===== src/logic/rmw_op_pkg.sv =====
// ~~~~~~~~~~~~~~~~~~~~~~~~~~~~~~~~~~~~~~~~~~~~~~~~~~~~~~~~~~~~~~~~~~~~~~
// Operation types: word, id, opcode, issue and completion structs,
// opcode helpers
// ~~~~~~~~~~~~~~~~~~~~~~~~~~~~~~~~~~~~~~~~~~~~~~~~~~~~~~~~~~~~~~~~~~~~~~

package rmw_op_pkg;

  // Table data word
  typedef logic [31:0] word_t;

  // Table index, 16 words
  typedef logic [3:0] id_t;

  typedef enum logic [1:0] {
    OP_ADD = 2'd0,
    OP_SUB = 2'd1,
    OP_XOR = 2'd2,
    OP_SET = 2'd3
  } op_t;

  // Operation as presented on the issue port
  typedef struct packed {
    id_t   id;
    op_t   op;
    word_t imm;
  } issue_t;

  // Retired result, also the table write
  typedef struct packed {
    id_t   id;
    word_t word;
  } cmpl_t;

  // Set overwrites the word, so the old value is never fetched
  function automatic logic op_needs_lookup(op_t op);
    return (op != OP_SET);
  endfunction

  // New word from old word and immediate, wraps mod 2^32
  function automatic word_t op_apply(op_t op, word_t old_word, word_t imm);
    word_t res;
    case (op)
      OP_ADD:  res = old_word + imm;
      OP_SUB:  res = old_word - imm;
      OP_XOR:  res = old_word ^ imm;
      default: res = imm;
    endcase
    return res;
  endfunction

endpackage


===== src/logic/rmw_track_pkg.sv =====
// ~~~~~~~~~~~~~~~~~~~~~~~~~~~~~~~~~~~~~~~~~~~~~~~~~~~~~~~~~~~~~~~~~~~~~~
// Tracker types: entry state, entry struct, lookup and writeback structs
// ~~~~~~~~~~~~~~~~~~~~~~~~~~~~~~~~~~~~~~~~~~~~~~~~~~~~~~~~~~~~~~~~~~~~~~

package rmw_track_pkg;

  // Entry index, sized for the default of 8 entries
  typedef logic [2:0] tag_t;

  // One-hot select, one bit per possible tag value
  typedef logic [2**$bits(tag_t)-1:0] ptr_t;

  // Lifetime of an in-flight entry
  typedef enum logic [1:0] {
    ST_AWAIT_WORD = 2'd0,
    ST_RDY        = 2'd1,
    ST_EXEC       = 2'd2,
    ST_COMPLETE   = 2'd3
  } state_t;

  // One tracker slot
  typedef struct packed {
    logic                vld;
    state_t              state;
    rmw_op_pkg::issue_t  issue;
    // Old word after lookup, new word after writeback
    rmw_op_pkg::word_t   word;
  } entry_t;

  // Table read request
  typedef struct packed {
    rmw_op_pkg::id_t id;
    tag_t            tag;
  } lookup_t;

  // Tagged word, used for read returns and exe writebacks
  typedef struct packed {
    tag_t              tag;
    rmw_op_pkg::word_t word;
  } wrbk_t;

endpackage


===== src/logic/rmw_delay_line.sv =====
// ~~~~~~~~~~~~~~~~~~~~~~~~~~~~~~~~~~~~~~~~~~~~~~~~~~~~~~~~~~~~~~~~~~~~~~
// Fixed-latency valid/payload shift register for any payload type
// ~~~~~~~~~~~~~~~~~~~~~~~~~~~~~~~~~~~~~~~~~~~~~~~~~~~~~~~~~~~~~~~~~~~~~~

`timescale 1ns/1ps

module rmw_delay_line #(
    parameter int  LATENCY   = 1
  , parameter type payload_t = logic
) (
    input  logic     clk
  , input  logic     rst
  //
  , input  logic     in_vld
  , input  payload_t in_data
  //
  , output logic     out_vld
  , output payload_t out_data
);

  logic [LATENCY-1:0] vld_r;
  payload_t           data_r [LATENCY];

  // Valid chain, cleared by reset
  always_ff @(posedge clk) begin
    if (rst) begin
      vld_r <= '0;
    end else begin
      vld_r[0] <= in_vld;
      for (int i = 1; i < LATENCY; i++)
        vld_r[i] <= vld_r[i-1];
    end
  end

  // Payload only moves with its valid
  always_ff @(posedge clk) begin
    if (in_vld)
      data_r[0] <= in_data;
    for (int i = 1; i < LATENCY; i++)
      if (vld_r[i-1])
        data_r[i] <= data_r[i-1];
  end

  // Last stage drives the output
  assign out_vld  = vld_r[LATENCY-1];
  assign out_data = data_r[LATENCY-1];

endmodule


===== src/logic/rmw_word_table.sv =====
// ~~~~~~~~~~~~~~~~~~~~~~~~~~~~~~~~~~~~~~~~~~~~~~~~~~~~~~~~~~~~~~~~~~~~~~
// Word table: id-indexed storage, delayed tagged reads, retire writes
// ~~~~~~~~~~~~~~~~~~~~~~~~~~~~~~~~~~~~~~~~~~~~~~~~~~~~~~~~~~~~~~~~~~~~~~

`timescale 1ns/1ps

module rmw_word_table #(
    parameter int N              = 8
  , parameter int LOOKUP_LATENCY = 3
) (
    input  logic                    clk
  , input  logic                    rst
  //
  , input  logic                    lookup_vld
  , input  rmw_track_pkg::lookup_t  lookup
  //
  , output logic                    rd_vld
  , output rmw_track_pkg::wrbk_t    rd
  //
  , input  logic                    tbl_wr_vld
  , input  rmw_op_pkg::cmpl_t       tbl_wr
);
  import rmw_op_pkg::*;
  import rmw_track_pkg::*;

  // One word per id
  localparam int WORDS = 2**$bits(id_t);
  // Tag bits that actually name an entry
  localparam int ENT_W = (N > 1) ? $clog2(N) : 1;

  word_t mem_r [WORDS];
  wrbk_t rd_req;

  // Storage, all zero out of reset
  always_ff @(posedge clk) begin
    if (rst) begin
      for (int i = 0; i < WORDS; i++)
        mem_r[i] <= '0;
    end else if (tbl_wr_vld) begin
      mem_r[tbl_wr.id] <= tbl_wr.word;
    end
  end

  // Read at request time
  // A write in this cycle shows up on the next read
  always_comb begin
    rd_req                 = '0;
    rd_req.tag[ENT_W-1:0]  = lookup.tag[ENT_W-1:0];
    rd_req.word            = mem_r[lookup.id];
  end

  // Long fixed latency back to the tracker
  rmw_delay_line #(
      .LATENCY   (LOOKUP_LATENCY)
    , .payload_t (wrbk_t)
  ) u_rd_pipe (
      .clk      (clk)
    , .rst      (rst)
    , .in_vld   (lookup_vld)
    , .in_data  (rd_req)
    , .out_vld  (rd_vld)
    , .out_data (rd)
  );

endmodule


===== src/logic/rmw_exec_unit.sv =====
// ~~~~~~~~~~~~~~~~~~~~~~~~~~~~~~~~~~~~~~~~~~~~~~~~~~~~~~~~~~~~~~~~~~~~~~
// Multi-cycle execute unit, result and entry tag carried to writeback
// ~~~~~~~~~~~~~~~~~~~~~~~~~~~~~~~~~~~~~~~~~~~~~~~~~~~~~~~~~~~~~~~~~~~~~~

`timescale 1ns/1ps

module rmw_exec_unit #(
    parameter int EXE_LATENCY = 4
) (
    input  logic                  clk
  , input  logic                  rst
  //
  , input  logic                  exe_vld
  , input  rmw_op_pkg::issue_t    exe_issue
  , input  rmw_op_pkg::word_t     exe_word
  , input  rmw_track_pkg::tag_t   exe_tag
  //
  , output logic                  wrbk_vld
  , output rmw_track_pkg::wrbk_t  wrbk
);
  import rmw_op_pkg::*;
  import rmw_track_pkg::*;

  // In-flight slot: entry momento plus finished result
  typedef struct packed {
    tag_t  momento;
    word_t result;
  } exe_slot_t;

  exe_slot_t slot_in;
  exe_slot_t slot_out;

  // Arithmetic done on entry
  always_comb begin
    slot_in.momento = exe_tag;
    slot_in.result  = op_apply(exe_issue.op, exe_word, exe_issue.imm);
  end

  // Pipeline depth sets the latency
  // one new op per cycle, up to EXE_LATENCY in flight
  rmw_delay_line #(
      .LATENCY   (EXE_LATENCY)
    , .payload_t (exe_slot_t)
  ) u_exe_pipe (
      .clk      (clk)
    , .rst      (rst)
    , .in_vld   (exe_vld)
    , .in_data  (slot_in)
    , .out_vld  (wrbk_vld)
    , .out_data (slot_out)
  );

  // Momento returns as the writeback tag
  always_comb begin
    wrbk.tag  = slot_out.momento;
    wrbk.word = slot_out.result;
  end

endmodule


===== src/logic/rmw_tracker.sv =====
// ~~~~~~~~~~~~~~~~~~~~~~~~~~~~~~~~~~~~~~~~~~~~~~~~~~~~~~~~~~~~~~~~~~~~~~
// In-flight tracker: entry table, allocate/issue/retire pointers, stall
// ~~~~~~~~~~~~~~~~~~~~~~~~~~~~~~~~~~~~~~~~~~~~~~~~~~~~~~~~~~~~~~~~~~~~~~

`timescale 1ns/1ps

module rmw_tracker #(
    parameter int N = 8
) (
    input  logic                     clk
  , input  logic                     rst
  //
  , input  logic                     iss_vld
  , input  rmw_op_pkg::issue_t       iss
  , output logic                     iss_rdy
  //
  , output logic                     lookup_vld
  , output rmw_track_pkg::lookup_t   lookup
  , input  logic                     rd_vld
  , input  rmw_track_pkg::wrbk_t     rd
  //
  , output logic                     exe_vld
  , output rmw_op_pkg::issue_t       exe_issue
  , output rmw_op_pkg::word_t        exe_word
  , output rmw_track_pkg::tag_t      exe_tag
  , input  logic                     wrbk_vld
  , input  rmw_track_pkg::wrbk_t     wrbk
  //
  , output logic                     tbl_wr_vld
  , output rmw_op_pkg::cmpl_t        tbl_wr
);
  import rmw_op_pkg::*;
  import rmw_track_pkg::*;

  entry_t [N-1:0] ent_r;
  entry_t [N-1:0] ent_w;
  logic [N-1:0]   alloc_ptr_r;
  logic [N-1:0]   issue_ptr_r;
  logic [N-1:0]   retire_ptr_r;
  logic [N-1:0]   vld_vec;
  logic [N-1:0]   id_hit;
  entry_t         issue_ent;
  entry_t         retire_ent;
  ptr_t           rd_sel;
  ptr_t           wrbk_sel;
  logic           alloc_adv;
  logic           issue_adv;
  logic           retire_adv;

  // One-hot to index
  function automatic tag_t enc_ptr(logic [N-1:0] ptr);
    tag_t tag;
    tag = '0;
    for (int i = 0; i < N; i++)
      if (ptr[i])
        tag = tag_t'(i);
    return tag;
  endfunction

  // Rotate one place, wraps at N
  function automatic logic [N-1:0] rot_ptr(logic [N-1:0] ptr);
    return (ptr << 1) | (ptr >> (N - 1));
  endfunction

  // Entries under the issue and retire pointers
  always_comb begin
    issue_ent  = '0;
    retire_ent = '0;
    for (int i = 0; i < N; i++) begin
      if (issue_ptr_r[i])
        issue_ent = ent_r[i];
      if (retire_ptr_r[i])
        retire_ent = ent_r[i];
    end
  end

  // Full and same-id scan
  always_comb begin
    for (int i = 0; i < N; i++) begin
      vld_vec[i] = ent_r[i].vld;
      id_hit[i]  = ent_r[i].vld & (ent_r[i].issue.id == iss.id);
    end
  end

  // Stall on full or on an id already in flight
  assign iss_rdy    = ~(&vld_vec) & ~(|id_hit);
  assign alloc_adv  = iss_vld & iss_rdy;
  assign issue_adv  = issue_ent.vld & (issue_ent.state == ST_RDY);
  assign retire_adv = retire_ent.vld & (retire_ent.state == ST_COMPLETE);

  // Tags name entries directly
  assign rd_sel   = rd_vld   ? (ptr_t'(1) << rd.tag)   : '0;
  assign wrbk_sel = wrbk_vld ? (ptr_t'(1) << wrbk.tag) : '0;

  // Entry updates
  // each event targets a different state, so at most one hits an entry
  always_comb begin
    for (int i = 0; i < N; i++) begin
      ent_w[i] = ent_r[i];
      if (alloc_adv && alloc_ptr_r[i]) begin
        ent_w[i].vld   = 1'b1;
        ent_w[i].state = op_needs_lookup(iss.op) ? ST_AWAIT_WORD : ST_RDY;
        ent_w[i].issue = iss;
      end
      // Old word returned from the table
      if (rd_sel[i]) begin
        ent_w[i].state = ST_RDY;
        ent_w[i].word  = rd.word;
      end
      if (issue_adv && issue_ptr_r[i])
        ent_w[i].state = ST_EXEC;
      // New word from execute
      if (wrbk_sel[i]) begin
        ent_w[i].state = ST_COMPLETE;
        ent_w[i].word  = wrbk.word;
      end
      if (retire_adv && retire_ptr_r[i])
        ent_w[i].vld = 1'b0;
    end
  end

  always_ff @(posedge clk) begin
    for (int i = 0; i < N; i++) begin
      if (rst) begin
        ent_r[i].vld   <= 1'b0;
        ent_r[i].state <= ST_AWAIT_WORD;
      end else begin
        ent_r[i] <= ent_w[i];
      end
    end
  end

  // Pointers start at entry 0
  always_ff @(posedge clk) begin
    if (rst) begin
      alloc_ptr_r  <= N'(1);
      issue_ptr_r  <= N'(1);
      retire_ptr_r <= N'(1);
    end else begin
      if (alloc_adv)
        alloc_ptr_r <= rot_ptr(alloc_ptr_r);
      if (issue_adv)
        issue_ptr_r <= rot_ptr(issue_ptr_r);
      if (retire_adv)
        retire_ptr_r <= rot_ptr(retire_ptr_r);
    end
  end

  // Registered valids
  always_ff @(posedge clk) begin
    if (rst) begin
      lookup_vld <= 1'b0;
      exe_vld    <= 1'b0;
      tbl_wr_vld <= 1'b0;
    end else begin
      lookup_vld <= alloc_adv & op_needs_lookup(iss.op);
      exe_vld    <= issue_adv;
      tbl_wr_vld <= retire_adv;
    end
  end

  // Registered payloads, loaded with their valids
  always_ff @(posedge clk) begin
    if (alloc_adv) begin
      lookup.id  <= iss.id;
      lookup.tag <= enc_ptr(alloc_ptr_r);
    end
    if (issue_adv) begin
      exe_issue <= issue_ent.issue;
      exe_word  <= issue_ent.word;
      exe_tag   <= enc_ptr(issue_ptr_r);
    end
    if (retire_adv) begin
      tbl_wr.id   <= retire_ent.issue.id;
      tbl_wr.word <= retire_ent.word;
    end
  end

endmodule


===== src/logic/rmw_top.sv =====
// ~~~~~~~~~~~~~~~~~~~~~~~~~~~~~~~~~~~~~~~~~~~~~~~~~~~~~~~~~~~~~~~~~~~~~~
// Read-modify-write unit top: tracker, word table, execute unit
// ~~~~~~~~~~~~~~~~~~~~~~~~~~~~~~~~~~~~~~~~~~~~~~~~~~~~~~~~~~~~~~~~~~~~~~

`timescale 1ns/1ps

module rmw_top #(
    parameter int N              = 8
  , parameter int LOOKUP_LATENCY = 3
  , parameter int EXE_LATENCY    = 4
) (
    input  logic                clk
  , input  logic                rst
  //
  , input  logic                iss_vld
  , input  rmw_op_pkg::issue_t  iss
  , output logic                iss_rdy
  //
  , output logic                cmpl_vld
  , output rmw_op_pkg::cmpl_t   cmpl
);
  import rmw_op_pkg::*;
  import rmw_track_pkg::*;

  logic    lookup_vld;
  lookup_t lookup;
  logic    rd_vld;
  wrbk_t   rd;
  logic    exe_vld;
  issue_t  exe_issue;
  word_t   exe_word;
  tag_t    exe_tag;
  logic    wrbk_vld;
  wrbk_t   wrbk;
  logic    tbl_wr_vld;
  cmpl_t   tbl_wr;

  rmw_tracker #(.N(N)) u_tracker (
      .clk        (clk)
    , .rst        (rst)
    , .iss_vld    (iss_vld)
    , .iss        (iss)
    , .iss_rdy    (iss_rdy)
    , .lookup_vld (lookup_vld)
    , .lookup     (lookup)
    , .rd_vld     (rd_vld)
    , .rd         (rd)
    , .exe_vld    (exe_vld)
    , .exe_issue  (exe_issue)
    , .exe_word   (exe_word)
    , .exe_tag    (exe_tag)
    , .wrbk_vld   (wrbk_vld)
    , .wrbk       (wrbk)
    , .tbl_wr_vld (tbl_wr_vld)
    , .tbl_wr     (tbl_wr)
  );

  rmw_word_table #(.N(N), .LOOKUP_LATENCY(LOOKUP_LATENCY)) u_table (
      .clk        (clk)
    , .rst        (rst)
    , .lookup_vld (lookup_vld)
    , .lookup     (lookup)
    , .rd_vld     (rd_vld)
    , .rd         (rd)
    , .tbl_wr_vld (tbl_wr_vld)
    , .tbl_wr     (tbl_wr)
  );

  rmw_exec_unit #(.EXE_LATENCY(EXE_LATENCY)) u_exec (
      .clk       (clk)
    , .rst       (rst)
    , .exe_vld   (exe_vld)
    , .exe_issue (exe_issue)
    , .exe_word  (exe_word)
    , .exe_tag   (exe_tag)
    , .wrbk_vld  (wrbk_vld)
    , .wrbk      (wrbk)
  );

  // Retire write doubles as the completion
  assign cmpl_vld = tbl_wr_vld;
  assign cmpl     = tbl_wr;

endmodule


===== config.mk =====
export PLATFORM = sky130hd
export DESIGN_NAME = rmw_top
export DESIGN_NICKNAME = d
export VERILOG_FILES = /design/src/logic/rmw_op_pkg.sv /design/src/logic/rmw_track_pkg.sv /design/src/logic/rmw_delay_line.sv /design/src/logic/rmw_word_table.sv /design/src/logic/rmw_exec_unit.sv /design/src/logic/rmw_tracker.sv /design/src/logic/rmw_top.sv
export SDC_FILE = /design/constraint.sdc
export NUM_CORES = 2
export LEC_CHECK = 0
export ABC_AREA = 1
export BUFFER_PORTS_ARGS = -buffer_cell sky130_fd_sc_hd__buf_2
export CORE_MARGIN = 10
export CORE_UTILIZATION = 55
export DETAILED_ROUTE_END_ITERATION = 6
export PLACE_DENSITY = 0.8
export SLEW_MARGIN = 10
export SYNTH_ARGS = -nofsm -noshare
export SYNTH_HDL_FRONTEND = slang
export SYNTH_SLANG_ARGS = --single-unit

===== constraint.sdc =====
create_clock -name clk -period 4 [get_ports clk]
set_input_delay 0 -clock clk [delete_from_list [all_inputs] [get_ports clk]]
set_output_delay 0 -clock clk [all_outputs]
set_load 0.03 [all_outputs]

==> impl_results.md <==
- Setup total negative slack: 0 ps
- Switching power total: 7410 uW
- Total via count after detailed routing: 49.5k
- Source-to-sink clock delay at the later pin of the worst-skew pair: 810 ps
- Portion of the clock cycle consumed by the worst path in the final layout: 0.938
- Hold Vio Cnt, Final: 0
- Initial DRT Pass Iterations: 7
- RSZ-0062 raised after global routing: no
- Global-route total usage across every layer: 0.284
- Type of the worst setup path: flop to flop
- Logic pwr share: 0.044
- Cell type contributing the most total cell area after synthesis: edfxtp_1
- Chip Height: 367 um
- Avg Inst Size Synth: 11.0 sq um
- Weighted congestion reported at the end of routability-driven placement: 0.956
- Setup-failing EPs final: 0
- Final #Nets: 6,097
- Post-route insts no fill: 7,760
- Die Area: 135,000 sq um
- CTS max path bufs: 3
- Number of vias per cell: 6.38
- Internal power contribution: 25,800 uW
- TritonCTS clock tree: yes
- Synth unique cells: 53
- Count of unresolved DRC violations after routing: 0
- Clock transition at path regs: 60 ps
- Top cells by area in the synthesized netlist: edfxtp_1 (65%), nand2_1 (5.4%), o21ai_0 (5.4%)
- Antenna violations before repair: 6
- Post-DP Area: 68,200 sq um
- Proportion of power drawn by flip-flops and latches: 0.527
- Number of clock buffers inserted by TritonCTS: 154
- Share of synthesized area occupied by flip-flops and latches: 0.667
- Nets in the synthesized netlist: 6,108
- Vias in the first global route: 48.1k
- Number of top-level design ports: 79
- Lkg Pwr: 0.0274 uW
- First-pass GRT wire length: 293 mm
- Setup skew after layout: 49.3 ps
- Root buffer selected by CTS: clkbuf_16
- Worst relative slew slack: 0.200
- Cell area after synthesis: 66,200 sq um
- Area Overhead vs Synth: 11.5%
- Part of the power in the clock network: 0.430
- Switching portion of total power: 0.223
- Hold WC Path Type: input port to flop
- Starting density of the core: 0.553
- Share of layout cells above drive strength 1: 0.0861
- Critical-path maximum fanout: 6
- Count of antenna-violating nets left after detailed routing: 0
- Number of H-tree levels: 4
- Global route overflow: 0
- Cell Pwr Density: 450 nW/um^2
- Maximum number of pins on one net before global-route repair: 129
- Cell depth of the worst flop-to-flop path: 20
- Avg WL per Cell: 25.7 um
- Mapped Cells: 6,034
- Actual transition at the worst max-transition pin: 1200 ps
- Flop2flop setup slack: 250 ps
- Maximum achievable frequency: 266 MHz
- Crit path required time: 4540 ps
- Number of synthesized flops with an enable pin: 1,429
- Data arrival time of the critical path: 4290 ps
- Highest-count cells in the layout ignoring fill and taps: edfxtp_1 (1,429), nand2_1 (940), o21ai_0 (709), nor2_1 (695), inv_1 (413)
- Cell Count Post-Placement: 7,426
- Die X-Extent: 367 um
- Max Slew Vio Count: 0
- Drt first-iter violations: 7,862
- Summed area of non-filler cells in the final layout: 73,800 sq um
- Endpoint kind of the worst setup timing path: flop
- Number of instances on the worst hold path: 2
- VDD IR max: 0.422 mV
- Max cap viols: 0
- Minimum period implied by the final worst setup slack: 3750 ps
- HPWL after detailed placement: 117 mm
- IO Port Bufs: 78
- Share of the synthesized area in the top cell type: 0.648
- Share of synthesized registers carrying an async set or reset: 0
- Core Box Area: 120,000 sq um
- Overall Power: 33,200 uW
- Most common library cell in the layout ignoring fill and taps: edfxtp_1
- Status: finished, final reports clean
- Nature of the critical path startpoint: flop
- Sink Count: 1,491
- Number of cell rows: 127
- Synth Register Bits: 1,491
- Primary flip-flop cell chosen by synthesis mapping: edfxtp_1
- Final Routed Wirelength: 199 mm
- Count of synthesis-stage warnings from yosys: 0
final timing paths:
kind,startpoint,to
max reg2reg,u_tracker.exe_issue[1],u_exec.u_exe_pipe.data_r[0][30]
min,iss[2],u_tracker.ent_r[545]
min reg2reg,u_exec.u_exe_pipe.data_r[1][4],u_exec.u_exe_pipe.data_r[2][4]
max,u_tracker.exe_issue[1],u_exec.u_exe_pipe.data_r[0][30]
state kept, by name, indices dropped and copies added, names as in the netlist, 3 cells and up, named ones only:
| name | flops |
|---|---|
| u_exec.u_exe_pipe.data_r | 140 |
| u_table.u_rd_pipe.vld_r | 3 |
| u_table.mem_r | 512 |
| u_tracker.tbl_wr | 36 |
| u_tracker.exe_word | 32 |
| u_exec.u_exe_pipe.vld_r | 4 |
| u_tracker.exe_tag | 3 |
| u_table.u_rd_pipe.data_r | 105 |
| u_tracker.ent_r | 584 |
| u_tracker.alloc_ptr_r | 8 |
| u_tracker.lookup | 7 |
| u_tracker.exe_issue | 34 |
| u_tracker.retire_ptr_r | 8 |
| u_tracker.issue_ptr_r | 8 |
cells in the mapped netlist (26+ instances only):
cell / number
edfxtp_1: 1429
nand2_1: 957
nor2_1: 715
o21ai_0: 710
inv_1: 425
a21oi_1: 385
clkbuf_1: 323
nand3_1: 201
o211ai_1: 186
mux2i_1: 128
dfxtp_1: 62
o221ai_1: 49
buf_2: 46
xor2_1: 37
a22oi_1: 36
nand4_1: 33
clkbuf_2: 32
ha_1: 32
a221oi_1: 28
buf_1: 26
layer usage:
metal | track usage | part of all wire
met5 | 0 | 0.00019
met2 | 0.454 | 0.46
met1 | 0.361 | 0.35
met3 | 0.0592 | 0.13
met4 | 0.159 | 0.062
cell families after synthesis:
kind of cell,Yosys count,share of synthesized area
buf+inv,873,0.0515
compound gates,1499,0.130
flops,1491,0.667
fa+ha+maj,33,0.00635
xor+xnor,54,0.00714
simple gates,1956,0.118
mux,128,0.0194
repair_timing:
action                     in CTS  in global routing
hold buffers                   52                  0
gates resized for setup         0                 13
buffers inserted                0                  1
hold endpoints to repair      380                  0
setup endpoints to repair       0                  9
power by group through the flow:
stage	registers, uW	logic, uW	clock network, uW
4_1_cts	17500	1420	14300
2_1_floorplan	17700	908	0
5_1_grt	17500	1560	15000
3_3_place_gp	17800	1330	0
6_report	17500	1450	14300
3_5_place_dp	17800	1360	0
final cells by class:
cell class	count	area [sq um]
Inverter	440	1650
Clock inverter	84	945
Fill cell	8867	45900
Timing Repair Buffer	266	2060
Multi-Input combinational cell	3670	18900
Clock buffer	193	4040
Sequential cell	1491	44200
Tap cell	1612	2020
Antenna cell	4	10.0
stage by stage:
| step | worst slack, ps | util | hold slack [ps] |
|---|---|---|---|
| 4_1_cts | 197 | 0.616 | 1.72 |
| 3_3_place_gp | 185 | 0.570 | 267 |
| 3_5_place_dp | 217 | 0.570 | 269 |
| 6_report | 247 | 0.617 | 35.5 |
| 5_1_grt | 37.3 | 0.617 | 36.4 |
| 2_1_floorplan | 572 | - | 98.9 |
critical path, cell delays in order, from the launching register on:
cell      delay, ps
edfxtp_1        440
inv_1           120
ha_1            170
nand3_1         150
nor3_2          230
nand3_2         130
o21ai_2         200
o21ai_2         120
nor2_4          150
o21ai_0         170
xor2_1          180
ha_2            410
nand2_1         110
inv_1            90
nand3_1         100
o21ai_0         360
a21oi_1          80
nand2_1         110
nand2_1          50
nand2_1          60
o22ai_1          60
No activity file was read; power rests on OpenSTA's default activity.
